`config.mk`:
```
export PLATFORM = sky130hd
export DESIGN_NAME = stap_top
export DESIGN_NICKNAME = d
export VERILOG_FILES = /design/src/design/stap_pkg.sv /design/src/design/tap_ctrl_if.sv /design/src/design/tap_fsm.sv /design/src/design/tap_ir.sv /design/src/design/rtdr_cell.sv /design/src/design/rtdr_bank.sv /design/src/design/tdo_mux.sv /design/src/design/stap_top.sv
export SDC_FILE = /design/constraint.sdc
export NUM_CORES = 1
export LEC_CHECK = 0
export BUFFER_PORTS_ARGS = -buffer_cell sky130_fd_sc_hd__buf_2
export CORE_ASPECT_RATIO = 1.4
export CORE_UTILIZATION = 50
export CTS_CLUSTER_SIZE = 20
export DETAILED_ROUTE_END_ITERATION = 10
export GPL_TIMING_DRIVEN = 1
export PLACE_DENSITY_LB_ADDON = 0.2
export SYNTH_ARGS = -nofsm -noshare
export SYNTH_HDL_FRONTEND = slang
export SYNTH_SLANG_ARGS = --single-unit
```
`constraint.sdc`:
```
create_clock -name tck -period 3.98 [get_ports tck]
set_input_delay 0.199 -clock tck [delete_from_list [all_inputs] [get_ports tck]]
set_output_delay 0.199 -clock tck [all_outputs]
set_load 0.01 [all_outputs]
```
`src/design/stap_pkg.sv`:
```
// sTAP shared definitions
// IR geometry, capture pattern, device id, TAP states and opcodes

package stap_pkg;

   // ------------------------------------------------------------------------
   // instruction register
   // ------------------------------------------------------------------------
   localparam int IR_WIDTH = 4;

   // loaded at Capture-IR, LSB pair 01 as 1149.1 requires
   localparam logic [IR_WIDTH-1:0] IR_CAPTURE = 4'b0001;

   // device identifier, bit 0 is always 1
   localparam logic [31:0] IDCODE_VALUE = 32'h1B5A_70C3;

   // ------------------------------------------------------------------------
   // TAP controller states
   // ------------------------------------------------------------------------
   typedef enum logic [3:0] {
      ST_TLR    = 4'h0,
      ST_RTI    = 4'h1,
      ST_SEL_DR = 4'h2,
      ST_CAP_DR = 4'h3,
      ST_SH_DR  = 4'h4,
      ST_EX1_DR = 4'h5,
      ST_PAU_DR = 4'h6,
      ST_EX2_DR = 4'h7,
      ST_UPD_DR = 4'h8,
      ST_SEL_IR = 4'h9,
      ST_CAP_IR = 4'hA,
      ST_SH_IR  = 4'hB,
      ST_EX1_IR = 4'hC,
      ST_PAU_IR = 4'hD,
      ST_EX2_IR = 4'hE,
      ST_UPD_IR = 4'hF
   } tap_state_e;

   // opcodes; remote register k sits at OP_RTDR0 + k
   typedef enum logic [IR_WIDTH-1:0] {
      OP_IDCODE = 4'h1,
      OP_RTDR0  = 4'h8,
      OP_BYPASS = 4'hF
   } stap_opcode_e;

endpackage

```
`src/design/tap_ctrl_if.sv`:
```
// TAP control bundle
// carries state strobes and tdi from the controller to IR and DR bank

`timescale 1ns/1ps

interface tap_ctrl_if (
   input logic tck,
   input logic arst_n
);

   logic tdi;
   // dr side strobes
   logic capture_dr;
   logic shift_dr;
   logic update_dr;
   // ir side strobes
   logic capture_ir;
   logic shift_ir;
   logic update_ir;
   // controller sits in Test-Logic-Reset
   logic tlr;

   modport ctrl (
      input  tck, arst_n,
      output capture_dr, shift_dr, update_dr,
      output capture_ir, shift_ir, update_ir, tlr
   );

   modport ir (
      input tck, arst_n, tdi,
      input capture_ir, shift_ir, update_ir, tlr
   );

   modport dr (
      input tck, arst_n, tdi,
      input capture_dr, shift_dr, update_dr
   );

endinterface

```
`src/design/tap_fsm.sv`:
```
// TAP controller
// 16-state 1149.1 state machine stepped by tms on rising tck,
// decodes the current state into one-cycle control strobes

`timescale 1ns/1ps

module tap_fsm
   import stap_pkg::*;
(
   tap_ctrl_if.ctrl ctrl,
   input  logic     tms,
   output logic     shift_ir_q,
   output logic     shift_dr_q
);

   tap_state_e state;
   tap_state_e state_nxt;

   // ------------------------------------------------------------------------
   // next-state table
   // ------------------------------------------------------------------------
   always_comb
   begin
      case (state)
         ST_TLR    : state_nxt = tms ? ST_TLR    : ST_RTI;
         ST_RTI    : state_nxt = tms ? ST_SEL_DR : ST_RTI;
         ST_SEL_DR : state_nxt = tms ? ST_SEL_IR : ST_CAP_DR;
         ST_CAP_DR : state_nxt = tms ? ST_EX1_DR : ST_SH_DR;
         ST_SH_DR  : state_nxt = tms ? ST_EX1_DR : ST_SH_DR;
         ST_EX1_DR : state_nxt = tms ? ST_UPD_DR : ST_PAU_DR;
         ST_PAU_DR : state_nxt = tms ? ST_EX2_DR : ST_PAU_DR;
         ST_EX2_DR : state_nxt = tms ? ST_UPD_DR : ST_SH_DR;
         ST_UPD_DR : state_nxt = tms ? ST_SEL_DR : ST_RTI;
         // ir column mirrors the dr column
         ST_SEL_IR : state_nxt = tms ? ST_TLR    : ST_CAP_IR;
         ST_CAP_IR : state_nxt = tms ? ST_EX1_IR : ST_SH_IR;
         ST_SH_IR  : state_nxt = tms ? ST_EX1_IR : ST_SH_IR;
         ST_EX1_IR : state_nxt = tms ? ST_UPD_IR : ST_PAU_IR;
         ST_PAU_IR : state_nxt = tms ? ST_EX2_IR : ST_PAU_IR;
         ST_EX2_IR : state_nxt = tms ? ST_UPD_IR : ST_SH_IR;
         ST_UPD_IR : state_nxt = tms ? ST_SEL_DR : ST_RTI;
         default   : state_nxt = ST_TLR;
      endcase
   end

   // one transition per rising edge
   always_ff @(posedge ctrl.tck or negedge ctrl.arst_n)
   begin
      if (!ctrl.arst_n)
      begin
         state <= ST_TLR;
      end
      else
      begin
         state <= state_nxt;
      end
   end

   // ------------------------------------------------------------------------
   // state decode, each strobe lives for exactly one state
   // ------------------------------------------------------------------------
   assign ctrl.capture_dr = (state == ST_CAP_DR);
   assign ctrl.shift_dr   = (state == ST_SH_DR);
   assign ctrl.update_dr  = (state == ST_UPD_DR);
   assign ctrl.capture_ir = (state == ST_CAP_IR);
   assign ctrl.shift_ir   = (state == ST_SH_IR);
   assign ctrl.update_ir  = (state == ST_UPD_IR);
   assign ctrl.tlr        = (state == ST_TLR);

   // separate copies for the tdo combiner
   assign shift_ir_q = (state == ST_SH_IR);
   assign shift_dr_q = (state == ST_SH_DR);

endmodule

```
`src/design/tap_ir.sv`:
```
// instruction register
// capture pattern, LSB-first shift, update into the opcode register,
// and one-hot decode of the opcode into data register selects

`timescale 1ns/1ps

module tap_ir
   import stap_pkg::*;
#(
   parameter int NUM_RTDR = 3
)(
   tap_ctrl_if.ir            ctrl,
   output logic [NUM_RTDR+1:0] dr_select,
   output logic              ir_tdo
);

   logic [IR_WIDTH-1:0] ir_chain;
   stap_opcode_e        ir_op;
   logic [NUM_RTDR-1:0] rtdr_hit;
   logic                idcode_hit;

   // shift chain, only meaningful between capture and update
   always_ff @(posedge ctrl.tck)
   begin
      if (ctrl.capture_ir)
      begin
         ir_chain <= IR_CAPTURE;
      end
      else if (ctrl.shift_ir)
      begin
         ir_chain <= {ctrl.tdi, ir_chain[IR_WIDTH-1:1]};
      end
   end

   assign ir_tdo = ir_chain[0];

   // opcode falls back to IDCODE in Test-Logic-Reset
   always_ff @(posedge ctrl.tck or negedge ctrl.arst_n)
   begin
      if (!ctrl.arst_n)
      begin
         ir_op <= OP_IDCODE;
      end
      else if (ctrl.tlr)
      begin
         ir_op <= OP_IDCODE;
      end
      else if (ctrl.update_ir)
      begin
         ir_op <= stap_opcode_e'(ir_chain);
      end
   end

   // ------------------------------------------------------------------------
   // opcode decode
   // ------------------------------------------------------------------------
   for (genvar k = 0; k < NUM_RTDR; k++)
   begin : g_rtdr_dec
      localparam logic [IR_WIDTH-1:0] RTDR_CODE = IR_WIDTH'(OP_RTDR0 + k);
      assign rtdr_hit[k] = (ir_op == RTDR_CODE);
   end

   assign idcode_hit = (ir_op == OP_IDCODE);

   // layout: remote registers low, then IDCODE, then BYPASS on top
   assign dr_select[NUM_RTDR-1:0] = rtdr_hit;
   assign dr_select[NUM_RTDR]     = idcode_hit;
   // OP_BYPASS and every unmapped code land here
   assign dr_select[NUM_RTDR+1]   = ~(|rtdr_hit) & ~idcode_hit;

endmodule

```
`src/design/rtdr_cell.sv`:
```
// remote test data register
// shift chain plus shadow, shadow looped back as capture data

`timescale 1ns/1ps

module rtdr_cell #(
   parameter int RTDR_WIDTH = 32
)(
   input  logic tck,
   input  logic arst_n,
   input  logic tdi,
   input  logic select,
   input  logic capture,
   input  logic shift,
   input  logic update,
   output logic tdo
);

   logic [RTDR_WIDTH-1:0] shift_reg;
   logic [RTDR_WIDTH-1:0] shadow_reg;

   // capture pulls the shadow back in, shift moves toward bit 0
   always_ff @(posedge tck)
   begin
      if (select & capture)
      begin
         shift_reg <= shadow_reg;
      end
      else if (select & shift)
      begin
         shift_reg <= {tdi, shift_reg[RTDR_WIDTH-1:1]};
      end
   end

   // shadow holds the last written value across scans
   always_ff @(posedge tck or negedge arst_n)
   begin
      if (!arst_n)
      begin
         shadow_reg <= '0;
      end
      else if (select & update)
      begin
         shadow_reg <= shift_reg;
      end
   end

   assign tdo = shift_reg[0];

endmodule

```
`src/design/rtdr_bank.sv`:
```
// data register bank
// NUM_RTDR remote registers plus IDCODE and BYPASS,
// selected one-hot by the IR decode; serial out is the selected LSB

`timescale 1ns/1ps

module rtdr_bank
   import stap_pkg::*;
#(
   parameter int NUM_RTDR   = 3,
   parameter int RTDR_WIDTH = 32
)(
   tap_ctrl_if.dr             ctrl,
   input  logic [NUM_RTDR+1:0] dr_select,
   output logic               dr_tdo
);

   logic [NUM_RTDR+1:0] tdo_vec;
   logic [31:0]         idcode_reg;
   logic                bypass_reg;

   // ------------------------------------------------------------------------
   // remote registers
   // ------------------------------------------------------------------------
   for (genvar k = 0; k < NUM_RTDR; k++)
   begin : g_rtdr
      rtdr_cell #(
         .RTDR_WIDTH (RTDR_WIDTH)
      ) u_rtdr_cell (
         .tck     (ctrl.tck),
         .arst_n  (ctrl.arst_n),
         .tdi     (ctrl.tdi),
         .select  (dr_select[k]),
         .capture (ctrl.capture_dr),
         .shift   (ctrl.shift_dr),
         .update  (ctrl.update_dr),
         .tdo     (tdo_vec[k])
      );
   end

   // ------------------------------------------------------------------------
   // IDCODE and BYPASS
   // ------------------------------------------------------------------------
   // idcode is capture and shift only, nothing to update
   always_ff @(posedge ctrl.tck)
   begin
      if (dr_select[NUM_RTDR] & ctrl.capture_dr)
      begin
         idcode_reg <= IDCODE_VALUE;
      end
      else if (dr_select[NUM_RTDR] & ctrl.shift_dr)
      begin
         idcode_reg <= {ctrl.tdi, idcode_reg[31:1]};
      end
   end

   // single stage, captures 0
   always_ff @(posedge ctrl.tck)
   begin
      if (dr_select[NUM_RTDR+1] & ctrl.capture_dr)
      begin
         bypass_reg <= 1'b0;
      end
      else if (dr_select[NUM_RTDR+1] & ctrl.shift_dr)
      begin
         bypass_reg <= ctrl.tdi;
      end
   end

   assign tdo_vec[NUM_RTDR]   = idcode_reg[0];
   assign tdo_vec[NUM_RTDR+1] = bypass_reg;

   // select is one-hot so a masked OR picks the chain
   assign dr_tdo = |(tdo_vec & dr_select);

endmodule

```
`src/design/tdo_mux.sv`:
```
// TDO combiner
// picks IR or DR serial data in the shift states and retimes it
// on the falling tck edge, 0 outside shift states

`timescale 1ns/1ps

module tdo_mux (
   input  logic tck,
   input  logic arst_n,
   input  logic ir_tdo,
   input  logic dr_tdo,
   input  logic shift_ir,
   input  logic shift_dr,
   output logic tdo
);

   logic tdo_nxt;

   always_comb
   begin
      if (shift_ir)
      begin
         tdo_nxt = ir_tdo;
      end
      else if (shift_dr)
      begin
         tdo_nxt = dr_tdo;
      end
      else
      begin
         tdo_nxt = 1'b0;
      end
   end

   // negedge retime, half a cycle ahead of the next capture
   always_ff @(negedge tck or negedge arst_n)
   begin
      if (!arst_n)
      begin
         tdo <= 1'b0;
      end
      else
      begin
         tdo <= tdo_nxt;
      end
   end

endmodule

```
`src/design/stap_top.sv`:
```
// sTAP top level
// TAP controller, instruction register, data register bank and
// tdo retiming behind plain JTAG pins

`timescale 1ns/1ps

module stap_top #(
   parameter int NUM_RTDR   = 3,
   parameter int RTDR_WIDTH = 32
)(
   input  logic tck,
   input  logic arst_n,
   input  logic tms,
   input  logic tdi,
   output logic tdo
);

   logic [NUM_RTDR+1:0] dr_select;
   logic                ir_tdo;
   logic                dr_tdo;
   logic                shift_ir;
   logic                shift_dr;

   tap_ctrl_if ctrl_if (
      .tck    (tck),
      .arst_n (arst_n)
   );

   // tdi fans out to IR and DR chains through the bundle
   assign ctrl_if.tdi = tdi;

   tap_fsm u_tap_fsm (
      .ctrl       (ctrl_if.ctrl),
      .tms        (tms),
      .shift_ir_q (shift_ir),
      .shift_dr_q (shift_dr)
   );

   tap_ir #(
      .NUM_RTDR (NUM_RTDR)
   ) u_tap_ir (
      .ctrl      (ctrl_if.ir),
      .dr_select (dr_select),
      .ir_tdo    (ir_tdo)
   );

   rtdr_bank #(
      .NUM_RTDR   (NUM_RTDR),
      .RTDR_WIDTH (RTDR_WIDTH)
   ) u_rtdr_bank (
      .ctrl      (ctrl_if.dr),
      .dr_select (dr_select),
      .dr_tdo    (dr_tdo)
   );

   tdo_mux u_tdo_mux (
      .tck      (tck),
      .arst_n   (arst_n),
      .ir_tdo   (ir_tdo),
      .dr_tdo   (dr_tdo),
      .shift_ir (shift_ir),
      .shift_dr (shift_dr),
      .tdo      (tdo)
   );

endmodule

```
# Yosys cells after proc, flatten, opt, wreduce, memory -nomap -nowiden
# Index checks and enable logic that the tools add are counted.
[totals] input_bits=4 regBits=238 out_inout_bits=1 word_cells=81
[classes] n_eq_ne=19 n_bitwise=17 reduce_logical=10 muxes=23
[op_table] op="$mux W32" n=6
[op_table] op="$pmux W4 S12" n=1
[op_table] op="$eq A4 B4 Y1 const B" n=11
[op_table] op="$mux W4" n=6
[op_table] op="$eq A4 B3 Y1 const B" n=4
[op_table] op="$and A1 B1 Y1" n=14
[op_table] op="$eq A4 B1 Y1 const B" n=2
[op_table] op="$eq A4 B2 Y1 const B" n=2
[op_table] op="$reduce_bool A2 Y1" n=4
[op_table] op="$mux W2" n=3
[op_table] op="$mux W3" n=2
[op_table] op="$reduce_or A3 Y1" n=2
[op_table] op="$and A5 B5 Y5" n=1
[op_table] op="$mux W1" n=5
[op_table] op="$reduce_or A5 Y1" n=1
[op_table] op="$logic_not A4 Y1" n=1
[op_table] op="$reduce_or A2 Y1" n=2
[op_table] op="$not A1 Y1" n=2

# Depth between registers and ports, before layout
# Gate-level depths: netlist (run 1).
[logic_depth] depth_word=8 ltp_mapped=6 depth_no_buf=4

# Modules after synthesis
# From an unflattened synthesis (run 1), not the netlist that was laid out.
[hier_totals] hier_cells=636 area_unflattened_um2=9818.2
[modules_own_cells] module="rtdr_cell" cells_per_inst=137 area_each_um2=2542.4 n_inst=3 seq_area_each_um2=1761.7
[modules_own_cells] module="rtdr_bank" cells_per_inst=139 area_each_um2=1422.6 n_inst=1 seq_area_each_um2=660.6
[modules_own_cells] module="tap_ir" cells_per_inst=34 area_each_um2=376.6 n_inst=1 seq_area_each_um2=181.4
[modules_own_cells] module="tap_fsm" cells_per_inst=48 area_each_um2=354.1 n_inst=1 seq_area_each_um2=100.1
[modules_own_cells] module="tdo_mux" cells_per_inst=4 area_each_um2=37.5 n_inst=1 seq_area_each_um2=25.0

==> results of run 1 <==
## cells in the mapped netlist (all sizes together) (2+ instances only)
cell type / count
clkbuf: 8
nor3: 4
dfxtp: 37
nand2: 21
inv: 3
buf: 23
a31oi: 3
nand3b: 2
dfrtp: 103
a22o: 17
o22ai: 4
edfxtp: 96
nor2: 7
o22a: 15
mux2: 192
a21oi: 10
nand2b: 5
o221ai: 2
nor2b: 6
o21ai: 12
## layer usage
| metal | global-route usage | share of wire |
|---|---|---|
| met5 | 0 | 0 |
| met4 | 0.05245 | 0.024 |
| met3 | 0.02292 | 0.027 |
| met2 | 0.2805 | 0.50 |
| met1 | 0.2027 | 0.45 |
## kinds of logic (layout without fill, tap and decap cells)
group	after synthesis	after routing	share of synthesized area
simple gates	55	55	0.03318
flops	238	238	0.6659
mux	192	192	0.2303
buf+inv	34	62	0.01652
compound gates	70	70	0.05411
## layout make-up
class	instances	area, sq um
clock buffer	34	626.9
clock inverter	7	86.33
fill	1463	7744
inverter	3	11.26
multi-input combinational	317	2992
sequential	238	6252
tap	240	300.3
timing repair buffer	18	130.1
## path summary, 6_finish.rpt
check | end | slack [ns] | from | cells after the start
worst max-delay path | u_tdo_mux.tdo | 0.58 | u_tap_ir.ir_op[0] | 4
max in group asynchronous | u_tdo_mux.tdo | 1.93 | arst_n | 2
worst max register to register | u_tdo_mux.tdo | 0.58 | u_tap_ir.ir_op[0] | 4
worst min-delay path | u_tap_ir.ir_chain[3] | 0.05 | tdi | 3
min in group asynchronous | u_rtdr_bank.g_rtdr[0].u_rtdr_cell.shadow_reg[25] | 0.44 | arst_n | 3
worst min register to register | u_rtdr_bank.idcode_reg[22] | 0.46 | u_rtdr_bank.idcode_reg[22] | 1
## per-stage QoR
| step | instance area (sq um) | worst slack (ns) |
|---|---|---|
| after floorplan | 9389 | 0.3578 |
| after global placement | 9676 | 0.6360 |
| after detailed placement | 9676 | 0.5991 |
| after CTS | 10400 | 0.5873 |
| after global routing | 10400 | 0.4770 |
| final | 10400 | 0.5844 |
## critical path: stages, from the launching register on
cell	delay [ns]
dfstp_2	0.59
nand2b_1	0.14
a21oi_1	0.24
o221ai_1	0.14
o2bb2ai_1	0.14
## report_power, final
part / switching, uW / internal (uW) / leakage (uW)
Sequential: 260 / 2920 / 0.00262
Combinational: 428 / 424 / 0.00142
Clock: 849 / 1220 / 0.000351
==> results_dict.tcl, run 1 <==
set metrics [dict create \
    status "finished clean" \
    synth_top_area_cell "edfxtp_1" \
    grt_pass1_wl_um 25390 \
    dr.pass1.iters 4 \
    syn_inst 589 \
    yosys_warnings 0 \
    synth_area_leaders "edfxtp_1 (31%), dfrtp_1 (27%), mux2_1 (12%)" \
    max_cap_viol_count 0 \
    hold_violations 0 \
    final_antenna_net_count 0 \
    instances_no_fill 857 \
    final_common_cell "dfrtp_1" \
    power_leakage_uw 0.004396 \
    syn_to_final_growth_pct 10.75 \
    cts_buffers 23 \
    grt_max_degree 55 \
    worst_pin_slew_ns 0.7108 \
    antenna_found_initial 0 \
    die_area_sq_um 19340 \
    finClkSkew_ns 0.02044 \
    powerDensity_nw_per_um2 587.2 \
    syn_avg_cell_area_sq_um 15.94 \
    dp_cells 815 \
    layout_common_cells "dfrtp_1 (103), mux2_1 (100), edfxtp_1 (96)" \
    yosysSeqAreaShare 0.6659 \
    maxSlewViolCount 0 \
    ys_seq_elements 238 \
    hold_buffers 1 \
    grt_usage 0.1594 \
    dieWidth_um 117.8 \
    grt-ovfl-total 0 \
    routabilityCongestion 0.7532 \
    nets 605 \
    tns_ns 0 \
    start_util 0.5175 \
    cts_resized 0 \
    path_clk_slew_ns 0.06 \
    drt_iter0_drc 164 \
    vias_per_cell 5.456 \
    worst_ep_arrival_time_ns 1.75 \
    peakVddDrop_mv 0.4871 \
    dp_hpwl_um 8512 \
    synth.net_count 593 \
    vias 4676 \
    ios 5 \
    hold_class "primary input to register" \
    synth_ff_type "dfrtp_1" \
    netlist_area_sq_um 9389 \
    post-route-util 0.5732 \
    crit_type "register to register" \
    die_h_um 164.1 \
    grt_pass1_vias 5163 \
    async_reset_ff_frac 0.4412 \
    holdWs_ns 0.05369 \
    cts-root-buf "clkbuf_16" \
    cp_max_fo 8 \
    cts_tree "done" \
    ctsHtreeMaxLevel 1 \
    drive_gt1_frac 0.2447 \
    io_buffers 4 \
    cp.required_ns 2.34 \
    max-clock-path-buffers 3 \
    maxSlewHeadroom 0.5261 \
    core_region_area_sq_um 18140 \
    diodes 0 \
    drc 0 \
    yosysUniqueCellTypes 44 \
    synth_top_cell_area_share 0.3070 \
    rows 58 \
    drt-wirelength-per-cell_um 16.84 \
    setup_viol_count_final 0 \
    clk_latency_ns 0.51 \
    rsz0062_at_grt "no" \
    critPathCaptureType "register" \
    totalWireLength_um 14430 \
    finalPower_uw 6106 \
    synth-edff-count 96 \
    startpoint_type "register" \
    cts.sinks 238 \
    cts_setup_buffers 0 \
]
(Power assumes the default switching activity.)
==> inputs of run 2 (changes only) <==
Settings changed: PLACE_DENSITY from default to 0.67, PLACE_DENSITY_LB_ADDON 0.2 to default.
==> results_dict.tcl, run 2 (synthesis gave the netlist of run 1 again) <==
set metrics [dict create \
    maxSlewViolCount 0 \
    cp_cell_sequence "nand2b_1 > a21oi_1 > o221ai_1 > o2bb2ai_1" \
    p_seq_frac 0.527 \
    max_stage_delay_ns 0.60 \
    place_ws_ns 0.5961 \
    ios 5 \
    rsz0062_at_grt "no" \
    grt_pass1_vias 5252 \
    antenna_found_initial 0 \
    start_util 0.5175 \
    syn_to_final_growth_pct 10.79 \
    final_common_cell "dfrtp_1" \
    cts_buffers 23 \
    layout_common_cells "dfrtp_1 (103), mux2_1 (100), edfxtp_1 (96)" \
    max_cap_viol_count 0 \
    power_switching_uw 1583 \
    setup_viol_count_final 0 \
    grt_usage 0.1629 \
    cts-root-buf "clkbuf_16" \
    core_region_area_sq_um 18140 \
    drt-wirelength-per-cell_um 17.05 \
    worst_pin_slew_ns 1.277 \
    p_comb_frac 0.134 \
    grt-ovfl-total 0 \
    dr.pass1.iters 4 \
    routabilityCongestion 0.8373 \
    clk_latency_ns 0.52 \
    powerDensity_nw_per_um2 585.9 \
    peakVddDrop_mv 0.4004 \
    finalWorstSetupSlack_ns 0.5644 \
    rows 58 \
    vias 4739 \
    drc 0 \
    grt_pass1_wl_um 25790 \
    drive_gt1_frac 0.2545 \
    path_clk_slew_ns 0.07 \
    ctsHtreeMaxLevel 1 \
    path_delay_family "flip-flops" \
    grt_max_degree 57 \
    worst-path-buf-inv 0 \
    internal_power_uw 4512 \
    die_h_um 164.1 \
    drt_iter0_drc 216 \
    die_area_sq_um 19340 \
    io_buffers 4 \
    diodes 0 \
    hold_class "primary input to register" \
    vias_per_cell 5.530 \
    max-clock-path-buffers 3 \
    power_switching_share 0.2597 \
    critPathCaptureType "register" \
    hold_violations 0 \
    cts_resized 0 \
    startpoint_type "register" \
    dp_hpwl_um 8525 \
    worst_ep_arrival_time_ns 1.78 \
    maxSlewHeadroom 0.1429 \
    power_leakage_uw 0.004409 \
    dieWidth_um 117.8 \
    finClkSkew_ns 0.02499 \
    power.share.clock 0.339 \
    hold_buffers 1 \
    slowest_stage "dfstp_2" \
    nets 604 \
    cts_tree "done" \
    cp_max_fo 8 \
    crit_type "register to register" \
    totalWireLength_um 14620 \
    status "finished clean" \
    cts_setup_buffers 0 \
    cts.sinks 238 \
    tns_ns 0 \
    final_antenna_net_count 0 \
    nFillCells 1465 \
    cp.required_ns 2.35 \
]
[run 2: power groups by stage]
stage	clock, uW	combinational, uW	sequential, uW
after floorplan	0	709	3140
after global placement	0	777	3230
after detailed placement	0	822	3260
after CTS	2130	830	3210
after global routing	2220	921	3270
final	2070	816	3210
[run 2: final cells by class]
| class | count | area (sq um) | share of cell area |
|---|---|---|---|
| clock buffers | 32 | 669.4 | 0.06435 |
| clock inverters | 10 | 55.05 | 0.005292 |
| inverters | 3 | 11.26 | 0.001083 |
| multi-input cells | 317 | 2992 | 0.2876 |
| flip-flops and latches | 238 | 6252 | 0.6010 |
| well taps | 240 | 300.3 | 0.02887 |
| repair buffers | 17 | 122.6 | 0.01179 |
[run 2: worst min-delay path, cell delays in order]
cell     delay (ns)
buf_2          0.17
nand2_1        0.07
o21ai_0        0.06
[run 2: metrics by stage]
step	area, sq um	std cells	power, uW	hold WS, ns	utilization
CTS	10400	857	6171	0.02299	0.5734
detailed placement	9668	814	4082	0.4178	0.5329
global placement	9668	814	4003	0.4100	0.5329
floorplan	9389	589	3845	-0.09659	-
finish	10400	857	6095	0.04389	0.5734
global route	10400	857	6409	0.04498	0.5734
[run 2: path summary, 6_finish.rpt]
path,from,end,slack (ns),cells past startpoint
setup / recovery,u_tap_ir.ir_op[0],u_tdo_mux.tdo,0.56,4
max in group asynchronous,arst_n,u_tdo_mux.tdo,1.96,2
setup reg to reg,u_tap_ir.ir_op[0],u_tdo_mux.tdo,0.56,4
hold / removal,tdi,u_tap_ir.ir_chain[3],0.04,3
min in group asynchronous,arst_n,u_rtdr_bank.g_rtdr[0].u_rtdr_cell.shadow_reg[11],0.38,3
hold reg to reg,u_rtdr_bank.idcode_reg[25],u_rtdr_bank.idcode_reg[25],0.47,1
[run 2: routing by layer]
layer	share of wire	global-route usage	vias to the layer above
li1	-	-	2213
met1	0.43	0.2007	2440
met2	0.51	0.2912	65
met3	0.038	0.02813	21
met4	0.018	0.05186	0
met5	0	0	-
